**src/verilog/decode_pkg.sv**
```systemverilog
package decode_pkg;

    localparam int INST_W  = 32;
    localparam int REG_W   = 5;
    localparam int ECODE_W = 6;
    localparam int SUB_W   = 4;

    typedef logic [INST_W-1:0]  inst_t;
    typedef logic [INST_W-1:0]  addr_t;
    typedef logic [REG_W-1:0]   reg_idx_t;
    typedef logic [INST_W-1:0]  imm_t;
    typedef logic [ECODE_W-1:0] excp_code_t;
    typedef logic [SUB_W-1:0]   sub_op_t;

    // Unit numbering kept compatible with the core's existing codes
    typedef enum logic [3:0] {
        UNIT_ALU    = 4'd0,
        UNIT_BRANCH = 4'd1,
        UNIT_EXCP   = 4'd3,
        UNIT_MEM    = 4'd5,
        UNIT_LINK   = 4'd8     // JIRL and BL act as ALU plus branch
    } unit_e;

    typedef enum logic [3:0] {
        ALU_AND, ALU_OR, ALU_NOR, ALU_XOR, ALU_ADD, ALU_SUB, ALU_SLL,
        ALU_SRL, ALU_SRA, ALU_SLT, ALU_SLTU, ALU_PASS1, ALU_PASS2
    } alu_op_e;

    typedef enum logic {
        SRC1_REG,
        SRC1_PC
    } src1_e;

    typedef enum logic [1:0] {
        SRC2_REG,
        SRC2_IMM,
        SRC2_RD,               // Branch compares rj with rd
        SRC2_FOUR              // Link value
    } src2_e;

    typedef struct packed {
        unit_e   unit;
        sub_op_t sub_op;
        alu_op_e alu_op;
        src1_e   src1;
        src2_e   src2;
        logic    reg_write;
        logic    mem_read;
        logic    mem_write;
        logic    redirect;
    } decode_ctrl_t;

    typedef struct packed {
        logic         hit;
        decode_ctrl_t ctrl;
        imm_t         imm;
        reg_idx_t     rj;
        reg_idx_t     rk;
        reg_idx_t     rd;
    } class_out_t;

    typedef struct packed {
        logic         nop;
        decode_ctrl_t ctrl;
        reg_idx_t     rj;
        reg_idx_t     rk;
        reg_idx_t     rd;
        imm_t         imm;
        excp_code_t   excp_code;
        logic         excp_sub;
    } decode_out_t;

    localparam excp_code_t ECODE_ADE = 6'd8;
    localparam excp_code_t ECODE_SYS = 6'd11;
    localparam excp_code_t ECODE_BRK = 6'd12;
    localparam excp_code_t ECODE_INE = 6'd13;

    localparam logic [5:0]  OP_MEM     = 6'b001010;
    localparam logic [16:0] OP_SYSCALL = 17'b0000000000_1010110;
    localparam logic [16:0] OP_BREAK   = 17'b0000000000_1010100;
    localparam reg_idx_t    LINK_REG   = 5'd1;

endpackage

```
**src/verilog/alu_decode.sv**
```systemverilog
`timescale 1ns/10ps

module alu_decode
    import decode_pkg::*;
(
    input  inst_t      ir,
    output class_out_t result
);

    imm_t ui5;
    imm_t si12;
    imm_t ui12;
    imm_t ui20;

    assign ui5  = {27'b0, ir[14:10]};          // Shift amount
    assign si12 = {{20{ir[21]}}, ir[21:10]};
    assign ui12 = {20'b0, ir[21:10]};          // Logic ops zero-extend
    assign ui20 = {ir[24:5], 12'b0};

    always_comb
    begin
        result                = '0;
        result.hit            = 1'b1;
        result.ctrl.unit      = UNIT_ALU;
        result.ctrl.reg_write = 1'b1;
        result.ctrl.src2      = SRC2_IMM;
        result.rj             = ir[9:5];
        result.rd             = ir[4:0];
        casez (ir[31:15])
            17'b0000000000_0100000: result.ctrl.alu_op = ALU_ADD;   // ADD.W
            17'b0000000000_0100010: result.ctrl.alu_op = ALU_SUB;   // SUB.W
            17'b0000000000_0100100: result.ctrl.alu_op = ALU_SLT;
            17'b0000000000_0100101: result.ctrl.alu_op = ALU_SLTU;
            17'b0000000000_0101000: result.ctrl.alu_op = ALU_NOR;
            17'b0000000000_0101001: result.ctrl.alu_op = ALU_AND;
            17'b0000000000_0101010: result.ctrl.alu_op = ALU_OR;
            17'b0000000000_0101011: result.ctrl.alu_op = ALU_XOR;
            17'b0000000000_0101110: result.ctrl.alu_op = ALU_SLL;   // SLL.W
            17'b0000000000_0101111: result.ctrl.alu_op = ALU_SRL;   // SRL.W
            17'b0000000000_0110000: result.ctrl.alu_op = ALU_SRA;   // SRA.W
            17'b0000000001_0000001:                                 // SLLI.W
            begin
                result.ctrl.alu_op = ALU_SLL;
                result.imm         = ui5;
            end
            17'b0000000001_0001001:                                 // SRLI.W
            begin
                result.ctrl.alu_op = ALU_SRL;
                result.imm         = ui5;
            end
            17'b0000000001_0010001:                                 // SRAI.W
            begin
                result.ctrl.alu_op = ALU_SRA;
                result.imm         = ui5;
            end
            17'b0000001000_???????:                                 // SLTI
            begin
                result.ctrl.alu_op = ALU_SLT;
                result.imm         = si12;
            end
            17'b0000001001_???????:                                 // SLTUI
            begin
                result.ctrl.alu_op = ALU_SLTU;
                result.imm         = si12;
            end
            17'b0000001010_???????:                                 // ADDI.W
            begin
                result.ctrl.alu_op = ALU_ADD;
                result.imm         = si12;
            end
            17'b0000001101_???????:                                 // ANDI
            begin
                result.ctrl.alu_op = ALU_AND;
                result.imm         = ui12;
            end
            17'b0000001110_???????:                                 // ORI
            begin
                result.ctrl.alu_op = ALU_OR;
                result.imm         = ui12;
            end
            17'b0000001111_???????:                                 // XORI
            begin
                result.ctrl.alu_op = ALU_XOR;
                result.imm         = ui12;
            end
            17'b0001010_??????????:                                 // LU12I.W
            begin
                result.ctrl.alu_op = ALU_PASS2;
                result.imm         = ui20;
                result.rj          = '0;
            end
            17'b0001110_??????????:                                 // PCADDU12I
            begin
                result.ctrl.alu_op = ALU_ADD;
                result.ctrl.src1   = SRC1_PC;
                result.imm         = ui20;
                result.rj          = '0;
            end
            default: result = '0;
        endcase
        // Three-register forms read rk instead of an immediate
        if (result.hit && ir[31:22] == 10'b0)
        begin
            result.rk        = ir[14:10];
            result.ctrl.src2 = SRC2_REG;
        end
    end

endmodule

```
**src/verilog/branch_decode.sv**
```systemverilog
`timescale 1ns/10ps

module branch_decode
    import decode_pkg::*;
(
    input  inst_t      ir,
    output class_out_t result
);

    imm_t offs16;
    imm_t offs26;
    logic link;

    assign offs16 = {{14{ir[25]}}, ir[25:10], 2'b00};
    assign offs26 = {{4{ir[9]}}, ir[9:0], ir[25:10], 2'b00};   // High part sits in rj/rd

    always_comb
    begin
        result               = '0;
        link                 = 1'b0;
        result.hit           = 1'b1;
        result.ctrl.unit     = UNIT_BRANCH;
        result.ctrl.redirect = 1'b1;
        result.ctrl.src2     = SRC2_RD;
        result.ctrl.sub_op   = ir[29:26] - 4'd5;   // BEQ..BGEU give 1..6
        result.imm           = offs16;
        result.rj            = ir[9:5];
        result.rd            = ir[4:0];
        case (ir[31:26])
            6'b010011: link = 1'b1;                 // JIRL
            6'b010100:                              // B
            begin
                result.ctrl.sub_op = '0;
                result.ctrl.src2   = SRC2_REG;
                result.imm         = offs26;
                result.rj          = '0;
                result.rd          = '0;
            end
            6'b010101:                              // BL
            begin
                link       = 1'b1;
                result.imm = offs26;
                result.rj  = '0;
                result.rd  = LINK_REG;
            end
            6'b010110, 6'b010111: result.ctrl.alu_op = ALU_SUB;    // BEQ, BNE
            6'b011000, 6'b011001: result.ctrl.alu_op = ALU_SLT;    // BLT, BGE
            6'b011010, 6'b011011: result.ctrl.alu_op = ALU_SLTU;   // BLTU, BGEU
            default: result.hit = 1'b0;
        endcase
        if (link)
        begin
            result.ctrl.unit      = UNIT_LINK;
            result.ctrl.sub_op    = {3'b000, ir[28]};   // JIRL 0, BL 1
            result.ctrl.reg_write = 1'b1;
            result.ctrl.alu_op    = ALU_ADD;            // rd gets pc + 4
            result.ctrl.src1      = SRC1_PC;
            result.ctrl.src2      = SRC2_FOUR;
        end
        if (!result.hit)
            result = '0;
    end

endmodule

```
**src/verilog/mem_decode.sv**
```systemverilog
`timescale 1ns/10ps

module mem_decode
    import decode_pkg::*;
(
    input  inst_t      ir,
    output class_out_t result
);

    logic    known;
    logic    store;
    sub_op_t sub;

    always_comb
    begin
        known = 1'b1;
        store = 1'b0;
        sub   = '0;
        case (ir[25:22])
            4'b0000: sub = 4'd0;                    // LD.B
            4'b0001: sub = 4'd1;                    // LD.H
            4'b0010: sub = 4'd2;                    // LD.W
            4'b0100:                                // ST.B
            begin
                sub   = 4'd3;
                store = 1'b1;
            end
            4'b0101:                                // ST.H
            begin
                sub   = 4'd4;
                store = 1'b1;
            end
            4'b0110:                                // ST.W
            begin
                sub   = 4'd5;
                store = 1'b1;
            end
            4'b1000: sub = 4'd6;                    // LD.BU
            4'b1001: sub = 4'd7;                    // LD.HU
            default: known = 1'b0;                  // PRELD and holes
        endcase
    end

    always_comb
    begin
        result = '0;
        if (known && ir[31:26] == OP_MEM)
        begin
            result.hit            = 1'b1;
            result.ctrl.unit      = UNIT_MEM;
            result.ctrl.sub_op    = sub;
            result.ctrl.mem_read  = !store;
            result.ctrl.reg_write = !store;
            result.ctrl.mem_write = store;
            result.imm            = {{20{ir[21]}}, ir[21:10]};
            result.rj             = ir[9:5];
            result.rd             = ir[4:0];      // Store data for ST.*
        end
    end

endmodule

```
**src/verilog/decode_stage.sv**
```systemverilog
`timescale 1ns/10ps

module decode_stage
    import decode_pkg::*;
(
    input  logic        clk,
    input  logic        rst_n,
    input  logic        in_valid,
    input  inst_t       ir,
    input  addr_t       pc,
    input  class_out_t  alu_res,
    input  class_out_t  br_res,
    input  class_out_t  mem_res,
    output logic        out_valid,
    output decode_out_t out
);

    class_out_t  hit_res;
    logic        any_hit;
    logic        is_sys;
    logic        is_brk;
    decode_out_t nxt;

    function automatic decode_out_t excp_line(excp_code_t code, logic sub);
        decode_out_t o;
        o             = '0;
        o.ctrl.unit   = UNIT_EXCP;
        o.excp_code   = code;
        o.excp_sub    = sub;
        return o;
    endfunction

    assign any_hit = alu_res.hit | br_res.hit | mem_res.hit;
    assign is_sys  = (ir[31:15] == OP_SYSCALL);
    assign is_brk  = (ir[31:15] == OP_BREAK);

    always_comb
    begin
        if (br_res.hit)
            hit_res = br_res;
        else if (mem_res.hit)
            hit_res = mem_res;
        else
            hit_res = alu_res;
    end

    always_comb
    begin
        nxt = '0;
        if (pc[1:0] != 2'b00)
            nxt = excp_line(ECODE_ADE, 1'b0);       // ADEF
        else if (pc[31])
            nxt = excp_line(ECODE_ADE, 1'b1);       // ADEM
        else if (any_hit)
        begin
            nxt.ctrl = hit_res.ctrl;
            nxt.imm  = hit_res.imm;
            nxt.rj   = hit_res.rj;
            nxt.rk   = hit_res.rk;
            nxt.rd   = hit_res.rd;
        end
        else if (is_sys)
            nxt = excp_line(ECODE_SYS, 1'b0);
        else if (is_brk)
            nxt = excp_line(ECODE_BRK, 1'b0);
        else if (ir == '0)
            nxt.nop = 1'b1;                         // All-zero word is a no-op
        else
            nxt = excp_line(ECODE_INE, 1'b0);
    end

    always_ff @(posedge clk)
    begin
        if (!rst_n)
        begin
            out_valid <= 1'b0;
            out       <= '0;
        end
        else
        begin
            out_valid <= in_valid;
            if (in_valid)
                out <= nxt;                         // Hold last result when idle
        end
    end

    a_class_onehot: assert property (@(posedge clk) disable iff (!rst_n)
        in_valid |-> $onehot0({alu_res.hit, br_res.hit, mem_res.hit}));

    a_idle_after_reset: assert property (@(posedge clk)
        !rst_n |=> !out_valid);

    a_nop_ctrl_zero: assert property (@(posedge clk) disable iff (!rst_n)
        (out_valid && out.nop) |-> (out.ctrl == '0 && out.excp_code == '0));

endmodule

```
**src/verilog/decoder_top.sv**
```systemverilog
`timescale 1ns/10ps

module decoder_top
    import decode_pkg::*;
(
    input  logic        clk,
    input  logic        rst_n,
    input  logic        in_valid,
    input  inst_t       ir,
    input  addr_t       pc,
    output logic        out_valid,
    output decode_out_t out
);

    class_out_t alu_res;
    class_out_t br_res;
    class_out_t mem_res;

    alu_decode i_alu_decode (
        .ir     (ir),
        .result (alu_res)
    );

    branch_decode i_branch_decode (
        .ir     (ir),
        .result (br_res)
    );

    mem_decode i_mem_decode (
        .ir     (ir),
        .result (mem_res)
    );

    decode_stage i_decode_stage (
        .clk       (clk),
        .rst_n     (rst_n),
        .in_valid  (in_valid),
        .ir        (ir),
        .pc        (pc),
        .alu_res   (alu_res),
        .br_res    (br_res),
        .mem_res   (mem_res),
        .out_valid (out_valid),
        .out       (out)
    );

endmodule

```
**config.mk**
```make
export PLATFORM = sky130hd
export DESIGN_NAME = decoder_top
export DESIGN_NICKNAME = d
export VERILOG_FILES = /design/src/verilog/decode_pkg.sv /design/src/verilog/alu_decode.sv /design/src/verilog/branch_decode.sv /design/src/verilog/mem_decode.sv /design/src/verilog/decode_stage.sv /design/src/verilog/decoder_top.sv
export SDC_FILE = /design/constraint.sdc
export NUM_CORES = 1
export LEC_CHECK = 0
export BUFFER_PORTS_ARGS = -buffer_cell sky130_fd_sc_hd__buf_2
export CAP_MARGIN = 25
export CELL_PAD_IN_SITES_DETAIL_PLACEMENT = 0
export CELL_PAD_IN_SITES_GLOBAL_PLACEMENT = 1
export CORE_AREA = 2 2 112 114
export CTS_BUF_LIST = sky130_fd_sc_hd__clkbuf_4 sky130_fd_sc_hd__clkbuf_8
export CTS_CLUSTER_DIAMETER = 100
export DETAILED_ROUTE_END_ITERATION = 12
export DIE_AREA = 0 0 114 116
export PLACE_DENSITY_LB_ADDON = 0.08
export RECOVER_POWER = 25
export SLEW_MARGIN = 10
export SYNTH_ARGS = -nofsm -noshare
export SYNTH_HDL_FRONTEND = slang
export SYNTH_SLANG_ARGS = --single-unit
```
**constraint.sdc**
```tcl
create_clock -name clk -period 2.1 [get_ports clk]
set_input_delay 0.105 -clock clk [delete_from_list [all_inputs] [get_ports clk]]
set_output_delay 0.105 -clock clk [all_outputs]
set_load 0.02 [all_outputs]
```
* Word-level counts from Yosys, hierarchy flattened
Cells that the tools add are included.
Word-level totals: register bits 75, bits of input ports 67, output and inout bits 75
Operators by class: add/subtract/negate cells 1, equal/unequal tests 41, mux-type cells 36, bitwise gates (word level) 2, reduce and logical (&&, ||, !) cells 29
Operators with widths (count):
- 74-bit two-way mux | 4
- 66-bit two-way mux | 3
- 17-bit by 6-bit == test with 1-bit output, second input constant | 11
- 32-bit case mux with 4 select lines | 1
- 37-bit two-way mux | 2
- 71-bit two-way mux | 1
- 67-bit two-way mux | 1
- 10-bit by 4-bit == test with 1-bit output, second input constant | 6
- 6-bit by 5-bit == test with 1-bit output, second input constant | 9
- 17-bit by 8-bit == test with 1-bit output, second input constant | 3
- 4-bit case mux with 11 select lines | 1
- 17-bit by 7-bit == test with 1-bit output, second input constant | 2
- 32-bit logical NOT | 1
- 2-bit OR reduction | 13
- 5-bit two-way mux | 5
- 22-bit OR reduction | 1
- 3-bit case mux with 7 select lines | 1
- 20-bit OR reduction | 1
- 9-bit two-way mux | 2
- 16-bit two-way mux | 1
- 3-bit OR reduction | 5
- 7-bit by 4-bit == test with 1-bit output, second input constant | 2
- 4-bit by 3-bit == test with 1-bit output, second input constant | 3
- 4-bit case mux with 3 select lines | 1
- other kinds (19) | 29

* Depth between registers and ports, before layout
Gate-level depths: netlist (run 1).
depth after elaboration 10, depth in mapped cells 11, depth with buffers taken out 7

* Cells and area by module
From an unflattened synthesis (run 1), not the netlist that was laid out.
Unflattened totals: cells, all modules 932, area, all modules 6956.7 sq um
Modules (own cells, without submodules):
- decode_stage | instances 1, cells an instance 560, area an instance 4377.9 sq um, sequential area each 1461.4 sq um
- alu_decode | instances 1, cells an instance 161, area an instance 1064.8 sq um, sequential area each 0.0 sq um
- branch_decode | instances 1, cells an instance 125, area an instance 883.3 sq um, sequential area each 0.0 sq um
- mem_decode | instances 1, cells an instance 86, area an instance 630.6 sq um, sequential area each 0.0 sq um

* Worst setup path before layout (run 1)
OpenSTA, ideal clock, no wires.
path kind in2reg, from input ir[26], to register, netlist name i_decode_stage.out[29], library setup time 0.117 ns, data arrival time 2.005 ns, setup slack -0.023 ns, cell stages on the path 11, buffers on the path 4, cells stage by stage inv_1 ha_1 buf_2 o32a_1 o211ai_1 buf_2 and3_1 buf_2 buf_2 a21oi_1 a32o_1
Between the ends: word-level cells in the longest chain between the ends 9, elaborated cells on any way between the ends 58, classes of those cells eq/ne: 34; mux: 14; bitwise: 2; reduce/logical: 8
RTL lines:
- start: declaration | line decoder_top.sv:9 | input inst_t ir,
- 6-bit by 5-bit == test with 1-bit output | line branch_decode.sv:29 | case (ir[31:26])
- 9-bit OR reduction (no line)
- 1-bit two-way mux | line branch_decode.sv:29
- 67-bit two-way mux | line branch_decode.sv:60 | if (!result.hit)
- 1-bit bitwise OR (2 in a row) | line decode_stage.sv:33 | assign any_hit = alu_res.hit | br_res.hit | mem_res.hit;
- 66-bit two-way mux (*) | line decode_stage.sv:54 | else if (any_hit)
- 74-bit two-way mux (*) | line decode_stage.sv:52 | else if (pc[31])
- 74-bit two-way mux (*) | line decode_stage.sv:50 | if (pc[1:0] != 2'b00)
Mark *: on every way between the ends. The rest lies on a longest branch, timed or not. A chain may end at the register's enable or synchronous reset.

* Final worst setup path (run 1)
from input ir[26], to register, netlist name i_decode_stage.out[42]
Between the ends: word-level cells in the longest chain between the ends 9, elaborated cells on any way between the ends 53, classes of those cells eq/ne: 34; mux: 14; bitwise: 2; reduce/logical: 3
RTL lines (line):
- 6-bit by 5-bit == test with 1-bit output | branch_decode.sv:29
- 9-bit OR reduction (no line)
- 1-bit two-way mux | branch_decode.sv:29
- 67-bit two-way mux | branch_decode.sv:60
- 1-bit bitwise OR (2 in a row) | decode_stage.sv:33
- 66-bit two-way mux (*) | decode_stage.sv:54
- 74-bit two-way mux (*) | decode_stage.sv:52
- 74-bit two-way mux (*) | decode_stage.sv:50
Marked as above.

==> results of run 1 <==
## cells by family (layout without fill, tap and decap cells)
group / Yosys count / count (layout) / synth area share
buffers and inverters: 55 / 216 / 0.0612
flip-flops: 72 / 72 / 0.373
AO/OA/AOI/OAI: 162 / 162 / 0.320
other: 1 / 2 / 0.000971
multiplexers: 1 / 1 / 0.00291
XOR/XNOR: 6 / 6 / 0.0136
AND/OR/NAND/NOR: 163 / 163 / 0.212
adder cells (fa/ha/maj): 5 / 5 / 0.0162
## worst paths after layout
kind	from	end	slack (ns)	cells past startpoint
setup / recovery	ir[26]	i_decode_stage.out[42]	0.19	10
hold / removal	ir[4]	i_decode_stage.out[43]	0.02	2
setup reg to reg	i_decode_stage.out[61]	i_decode_stage.out[61]	1.12	4
hold reg to reg	i_decode_stage.out[63]	i_decode_stage.out[63]	0.46	2
## through the flow
step	total power [mW]	hold WS [ns]
after floorplan	1.62	0.231
after global placement	1.83	0.372
after detailed placement	1.83	0.382
after CTS	3.01	0.000766
after global routing	3.10	0.00351
final	2.96	0.0172
## metal layers
layer,vias up,GRT usage
met5,-,0
met4,0,0.0805
met3,20,0.0601
met2,148,0.361
met1,2053,0.302
li1,2074,-
## worst max-delay path: cells and delay by family
kind | cells | cell delay [ns]
buffers and inverters | 4 | 0.59
AO/OA/AOI/OAI | 4 | 1.08
adder cells (fa/ha/maj) | 1 | 0.22
AND/OR/NAND/NOR | 1 | 0.19
## timing repair
action | 4_1_cts | 5_1_grt
gates resized for setup | 0 | 0
hold buffers | 4 | 0
endpoints found under the hold margin | 4 | 0
buffers inserted | 0 | 0
## registers in the layout, summed over array words and instances, names as in the netlist
signal and count:
i_decode_stage.out_valid 1, i_decode_stage.out 71
## power by group through the flow
stage / Clock, mW / Sequential, mW / Combinational, mW
after floorplan: 0 / 1.42 / 0.207
after global placement: 0 / 1.41 / 0.420
after detailed placement: 0 / 1.41 / 0.422
after CTS: 1.21 / 1.37 / 0.429
after global routing: 1.26 / 1.38 / 0.465
final: 1.16 / 1.38 / 0.430
## area by class of cell
| class | count | share of cell area |
|---|---|---|
| clock buffer | 11 | 0.0291 |
| multi-input combinational | 339 | 0.421 |
| inverter | 15 | 0.0108 |
| sequential | 72 | 0.277 |
| clock inverter | 5 | 0.0106 |
| timing repair buffer | 185 | 0.216 |
| tap | 147 | 0.0353 |
## layout by cell type, fill, tap and decap left out, types with 5 or more instances in the layout
cell / netlist / final
inv_1: 14 / 14
dfxtp_1: 72 / 72
buf_4: 5 / 66
clkbuf_8: 0 / 11
nor4_1: 7 / 7
and2_1: 6 / 6
nor2b_1: 6 / 6
ha_1: 5 / 5
a222oi_1: 7 / 7
nand3_1: 8 / 8
a21oi_1: 34 / 34
buf_2: 9 / 75
o21ai_0: 22 / 22
nand4_1: 8 / 8
a22o_1: 15 / 15
a2bb2oi_1: 5 / 5
clkbuf_1: 24 / 36
a32o_1: 19 / 19
nor2_1: 44 / 43
nor3_1: 10 / 10
nand2_1: 50 / 50
o211ai_1: 8 / 8
==> results_dict.tcl, run 1 <==
set metrics [dict create \
    rsz0062_at_grt "false" \
    worstMarginPinSlew_ns 1.07 \
    wl_met2_um 6840 \
    post-place-cells 754 \
    drt_iter0_markers 284 \
    core.rowCount 40 \
    htree_levels 3 \
    synth_area_mm2 0.00386 \
    layout.cells.non_filler 774 \
    p_seq_frac 0.464 \
    final_area_mm2 0.00521 \
    outcome "completed" \
    vias 4295 \
    synth_warnings 0 \
    p_int_mw 2.14 \
    drc 0 \
    fmax_mhz 522 \
    fp.dieW_um 114 \
    yosys-top-cells-area "dfxtp_1 37%, a32o_1 4.9%, nand2_1 4.9%, a21oi_1 4.4%, nor2_1 4.3%" \
    cts_num_sinks 72 \
    placed_area_mm2 0.00501 \
    report.final.slew_viol_count 0 \
    cp_cell_sequence "buf_2, inv_1, ha_1, o32a_1, o211ai_1, buf_4, and2_1, a31oi_4, buf_12, a32o_1" \
    hpwl_um 11500 \
    seq_area_mm2 0.00144 \
    grt_pass1_vias 4083 \
    yosysSeqAreaShare 0.373 \
    fin_crit_sh 0.912 \
    wl_per_cell_um 19.2 \
    skew_ns 0 \
    setup_viol 0 \
    via_per_inst 5.55 \
    synth-main-ff-cell "dfxtp_1" \
    cap_violations 0 \
    vdd_drop_max_mv 0.387 \
    synth.top_cell.area_share 0.373 \
    clkTransAtPathRegs_ns 0.08 \
    async_flop_share 0 \
    grt_max_degree 26 \
    root_buffer "clkbuf_8" \
    wirelength_um 14900 \
    drive_gt1_frac 0.278 \
    crit_type "input port to flip-flop" \
    highest_layer "met4" \
    initial_utilization 0.324 \
    setup_ws_ns 0.186 \
    portBuffers 110 \
    fillers 1269 \
    p_leak_nw 2.13 \
    dpl_worst_slack_ns -0.183 \
    startpoint_type "input port" \
    clk_latency_ns 0.37 \
    yosysTopAreaCell "dfxtp_1" \
    die_area_mm2 0.0132 \
    yosysMostFrequentCell "dfxtp_1" \
    arrival_ns 2.18 \
    finalSetupTns_ns 0 \
    firstDrtPassIters 5 \
    ant_nets 0 \
    gr-usage-all-layers 0.228 \
    min_period_ns 1.91 \
    grt_overflow 0 \
    wl_met3_um 1000 \
    critPathMaxFanout 21 \
    swShare 0.277 \
    critPathCaptureType "flip-flop" \
    die_y_um 116 \
    core-area_mm2 0.0119 \
    numCtsBuffers 9 \
    area_growth_pct 34.7 \
    synth.distinct_cells 65 \
    place_congestion 0.906 \
    cp.required_ns 2.37 \
    p_per_area_mw_per_mm2 569 \
    postSynthAreaPerCell_um2 8.31 \
    synthTopCellsByCount "72 x dfxtp_1, 50 x nand2_1, 44 x nor2_1, 34 x a21oi_1, 24 x clkbuf_1" \
    grt_first_pass_wirelength_um 23000 \
    num_antenna_cells 0 \
    syn-instance-count 465 \
    cp_slowest_stage_delay_ns 0.38 \
    synth_seq_cells 72 \
    multi_input_area_mm2 0.00219 \
    synth-edff-count 0 \
    combPwrFrac 0.145 \
    nNetsFinal 694 \
    finalHoldViolations 0 \
    min_path_type "input port to flip-flop" \
    cts_buffer_depth 2 \
    slew_headroom 0.288 \
    finish.utilization 0.437 \
    clkPwrFrac 0.391 \
    switchingPower_uw 820 \
    crit_slowest_cell "o32a_1" \
    grt_antenna_before_repair 0 \
    m1WireLength_um 6780 \
    io_pins 142 \
    cts_tree "done" \
]
Power figures use the tool's default switching activity.
==> run 2: changes to the inputs <==
--- a/config.mk
+++ b/config.mk
@@ -11,3 +11,3 @@
 export CELL_PAD_IN_SITES_GLOBAL_PLACEMENT = 1
-export CORE_AREA = 2 2 112 114
+export CORE_AREA = 2 2 102 104
 export CTS_BUF_LIST = sky130_fd_sc_hd__clkbuf_4 sky130_fd_sc_hd__clkbuf_8
@@ -15,3 +15,3 @@
 export DETAILED_ROUTE_END_ITERATION = 12
-export DIE_AREA = 0 0 114 116
+export DIE_AREA = 0 0 104 106
 export PLACE_DENSITY_LB_ADDON = 0.08
==> constraint.sdc (replaced) <==
create_clock -name clk -period 2.3 [get_ports clk]
set_input_delay 0.115 -clock clk [delete_from_list [all_inputs] [get_ports clk]]
set_output_delay 0.115 -clock clk [all_outputs]
set_load 0.1 [all_outputs]
==> run 2 against run 1 <==
- count of clock-buffer cells in the layout down 2
- sequential share of layout area is 1.4 points higher
- first-iteration DRC count decreased by 13%
- combinational power is 3% lower
- hold slack improved by 0.011 ns
- power shrank 6.3%
- utilization rose by 5.8 points
- clock power is 4% lower
- final area shrank 5.0%
- wire length is 9.3% lower
- flip-flop and latch count unchanged
- via count down 4.3%
- largest power group unchanged
- highest routed layer unchanged
==> results_dict.tcl, run 2 (synthesized netlist as in run 1, its figures left out) <==
set metrics [dict create \
    outcome "completed" \
    cts_buffer_depth 2 \
    fillers 1039 \
    numCtsBuffers 9 \
    root_buffer "clkbuf_8" \
    die_area_mm2 0.0110 \
    critPathMaxFanout 9 \
    p_seq_frac 0.452 \
    clkPwrFrac 0.398 \
    cts_setup_buffers 0 \
    htree_levels 3 \
    drc 0 \
    fmax_mhz 524 \
    swShare 0.287 \
    grt_max_degree 37 \
    setup_viol 0 \
    nNetsFinal 664 \
    dpl_worst_slack_ns 0.0521 \
    rsz0062_at_grt "false" \
    cts_tree "done" \
    die_y_um 106 \
    vdd_drop_max_mv 0.234 \
    drt_iter0_markers 248 \
    final_area_mm2 0.00495 \
    core-area_mm2 0.0100 \
    grt_pass1_vias 3964 \
    clk_latency_ns 0.35 \
    wirelength_um 13500 \
    startpoint_type "input port" \
    final_common_cell "buf_2" \
    combPwrFrac 0.150 \
    report.final.slew_viol_count 0 \
    crit_type "input port to flip-flop" \
    placed_area_mm2 0.00479 \
    grt_antenna_before_repair 0 \
    area_growth_pct 28.0 \
    min_period_ns 1.91 \
    firstDrtPassIters 6 \
    seq_area_mm2 0.00144 \
    num_antenna_cells 0 \
    core.rowCount 37 \
    skew_ns 0 \
    largest-register "i_decode_stage.out" \
    largest_register_ffs 71 \
    io_pins 142 \
    cap_violations 0 \
    slew_headroom 0.202 \
    clkTransAtPathRegs_ns 0.08 \
    cts_resized 0 \
    gr-usage-all-layers 0.251 \
    setup_ws_ns 0.392 \
    grt_overflow 0 \
    cts_num_sinks 72 \
    finalHoldViolations 0 \
    cp.required_ns 2.54 \
    multi_input_area_mm2 0.00219 \
    grt_first_pass_wirelength_um 21900 \
    reg_top3 "i_decode_stage.out x71, i_decode_stage.out_valid x1" \
    portBuffers 110 \
    critPathCaptureType "flip-flop" \
    cts_hold_buffers 0 \
    hpwl_um 10200 \
    switchingPower_uw 797 \
    p_int_mw 1.98 \
    p_per_area_mw_per_mm2 561 \
    p_leak_nw 2.00 \
    fin_crit_sh 0.829 \
    finalSetupTns_ns 0 \
    place_congestion 0.899 \
    worstMarginPinSlew_ns 1.20 \
    vias 4110 \
    ant_nets 0 \
    final_cell_mix "76 x buf_2, 72 x dfxtp_1, 50 x nand2_1, 43 x nor2_1, 41 x buf_4" \
    wl_per_cell_um 18.5 \
    drive_gt1_frac 0.247 \
    via_per_inst 5.61 \
    min_path_type "input port to flip-flop" \
    fp.dieW_um 104 \
    initial_utilization 0.386 \
    arrival_ns 2.15 \
]
==> run 2: cell types whose count changed in the layout (fill, tap and decap cells not counted), moves of 2 or more <==
cell / change
buf_4: -25
dlygate4sd3_1: -4
clkbuf_8: -2
clkinvlp_4: -2
==> run 2: through the flow <==
stage	util	cells	hold slack (ns)	power (mW)
2_1_floorplan	-	466	0.241	1.54
3_3_place_gp	0.479	717	0.390	1.70
3_5_place_dp	0.479	717	0.398	1.70
4_1_cts	0.499	732	0.0190	2.80
5_1_grt	0.495	732	0.0260	2.88
6_report	0.495	732	0.0284	2.78
==> run 2: final timing paths <==
kind                          startpoint                      to  slack [ns]  cells after the start
setup / recovery                  ir[26]  i_decode_stage.out[21]        0.39                      9
hold / removal                     ir[3]  i_decode_stage.out[42]        0.03                      2
setup reg to reg  i_decode_stage.out[61]  i_decode_stage.out[61]        1.28                      4
hold reg to reg   i_decode_stage.out[57]  i_decode_stage.out[57]        0.46                      2
==> run 2: final cells by class <==
cell class / instances / area share
Inverter: 15 / 0.0114
Multi-Input combinational cell: 339 / 0.443
Clock buffer: 9 / 0.0250
Tap cell: 136 / 0.0344
Sequential cell: 72 / 0.291
Timing Repair Buffer: 155 / 0.178
Clock inverter: 6 / 0.0169
==> run 2: power by group through the flow <==
| stage | Sequential, mW | Clock [mW] | Combinational [mW] |
|---|---|---|---|
| 6_report | 1.26 | 1.11 | 0.416 |
| 3_5_place_dp | 1.28 | 0 | 0.414 |
| 5_1_grt | 1.26 | 1.17 | 0.448 |
| 3_3_place_gp | 1.28 | 0 | 0.414 |
| 2_1_floorplan | 1.33 | 0 | 0.207 |
| 4_1_cts | 1.25 | 1.13 | 0.416 |
==> run 2: layer usage <==
layer  GRT usage  up-vias  part of all wire
li1            -     2017                 -
met1       0.349     1954              0.48
met2       0.404      126              0.46
met3      0.0429       13             0.051
met4      0.0676        0             0.010
met5           0        -                 0
==> run 2: worst max-delay path, cell delays in order <==
cell,delay (ns)
buf_2,0.10
inv_1,0.07
ha_1,0.22
o32a_1,0.37
o211ai_1,0.29
nand2_1,0.25
o41ai_4,0.39
buf_4,0.23
o21ai_0,0.11
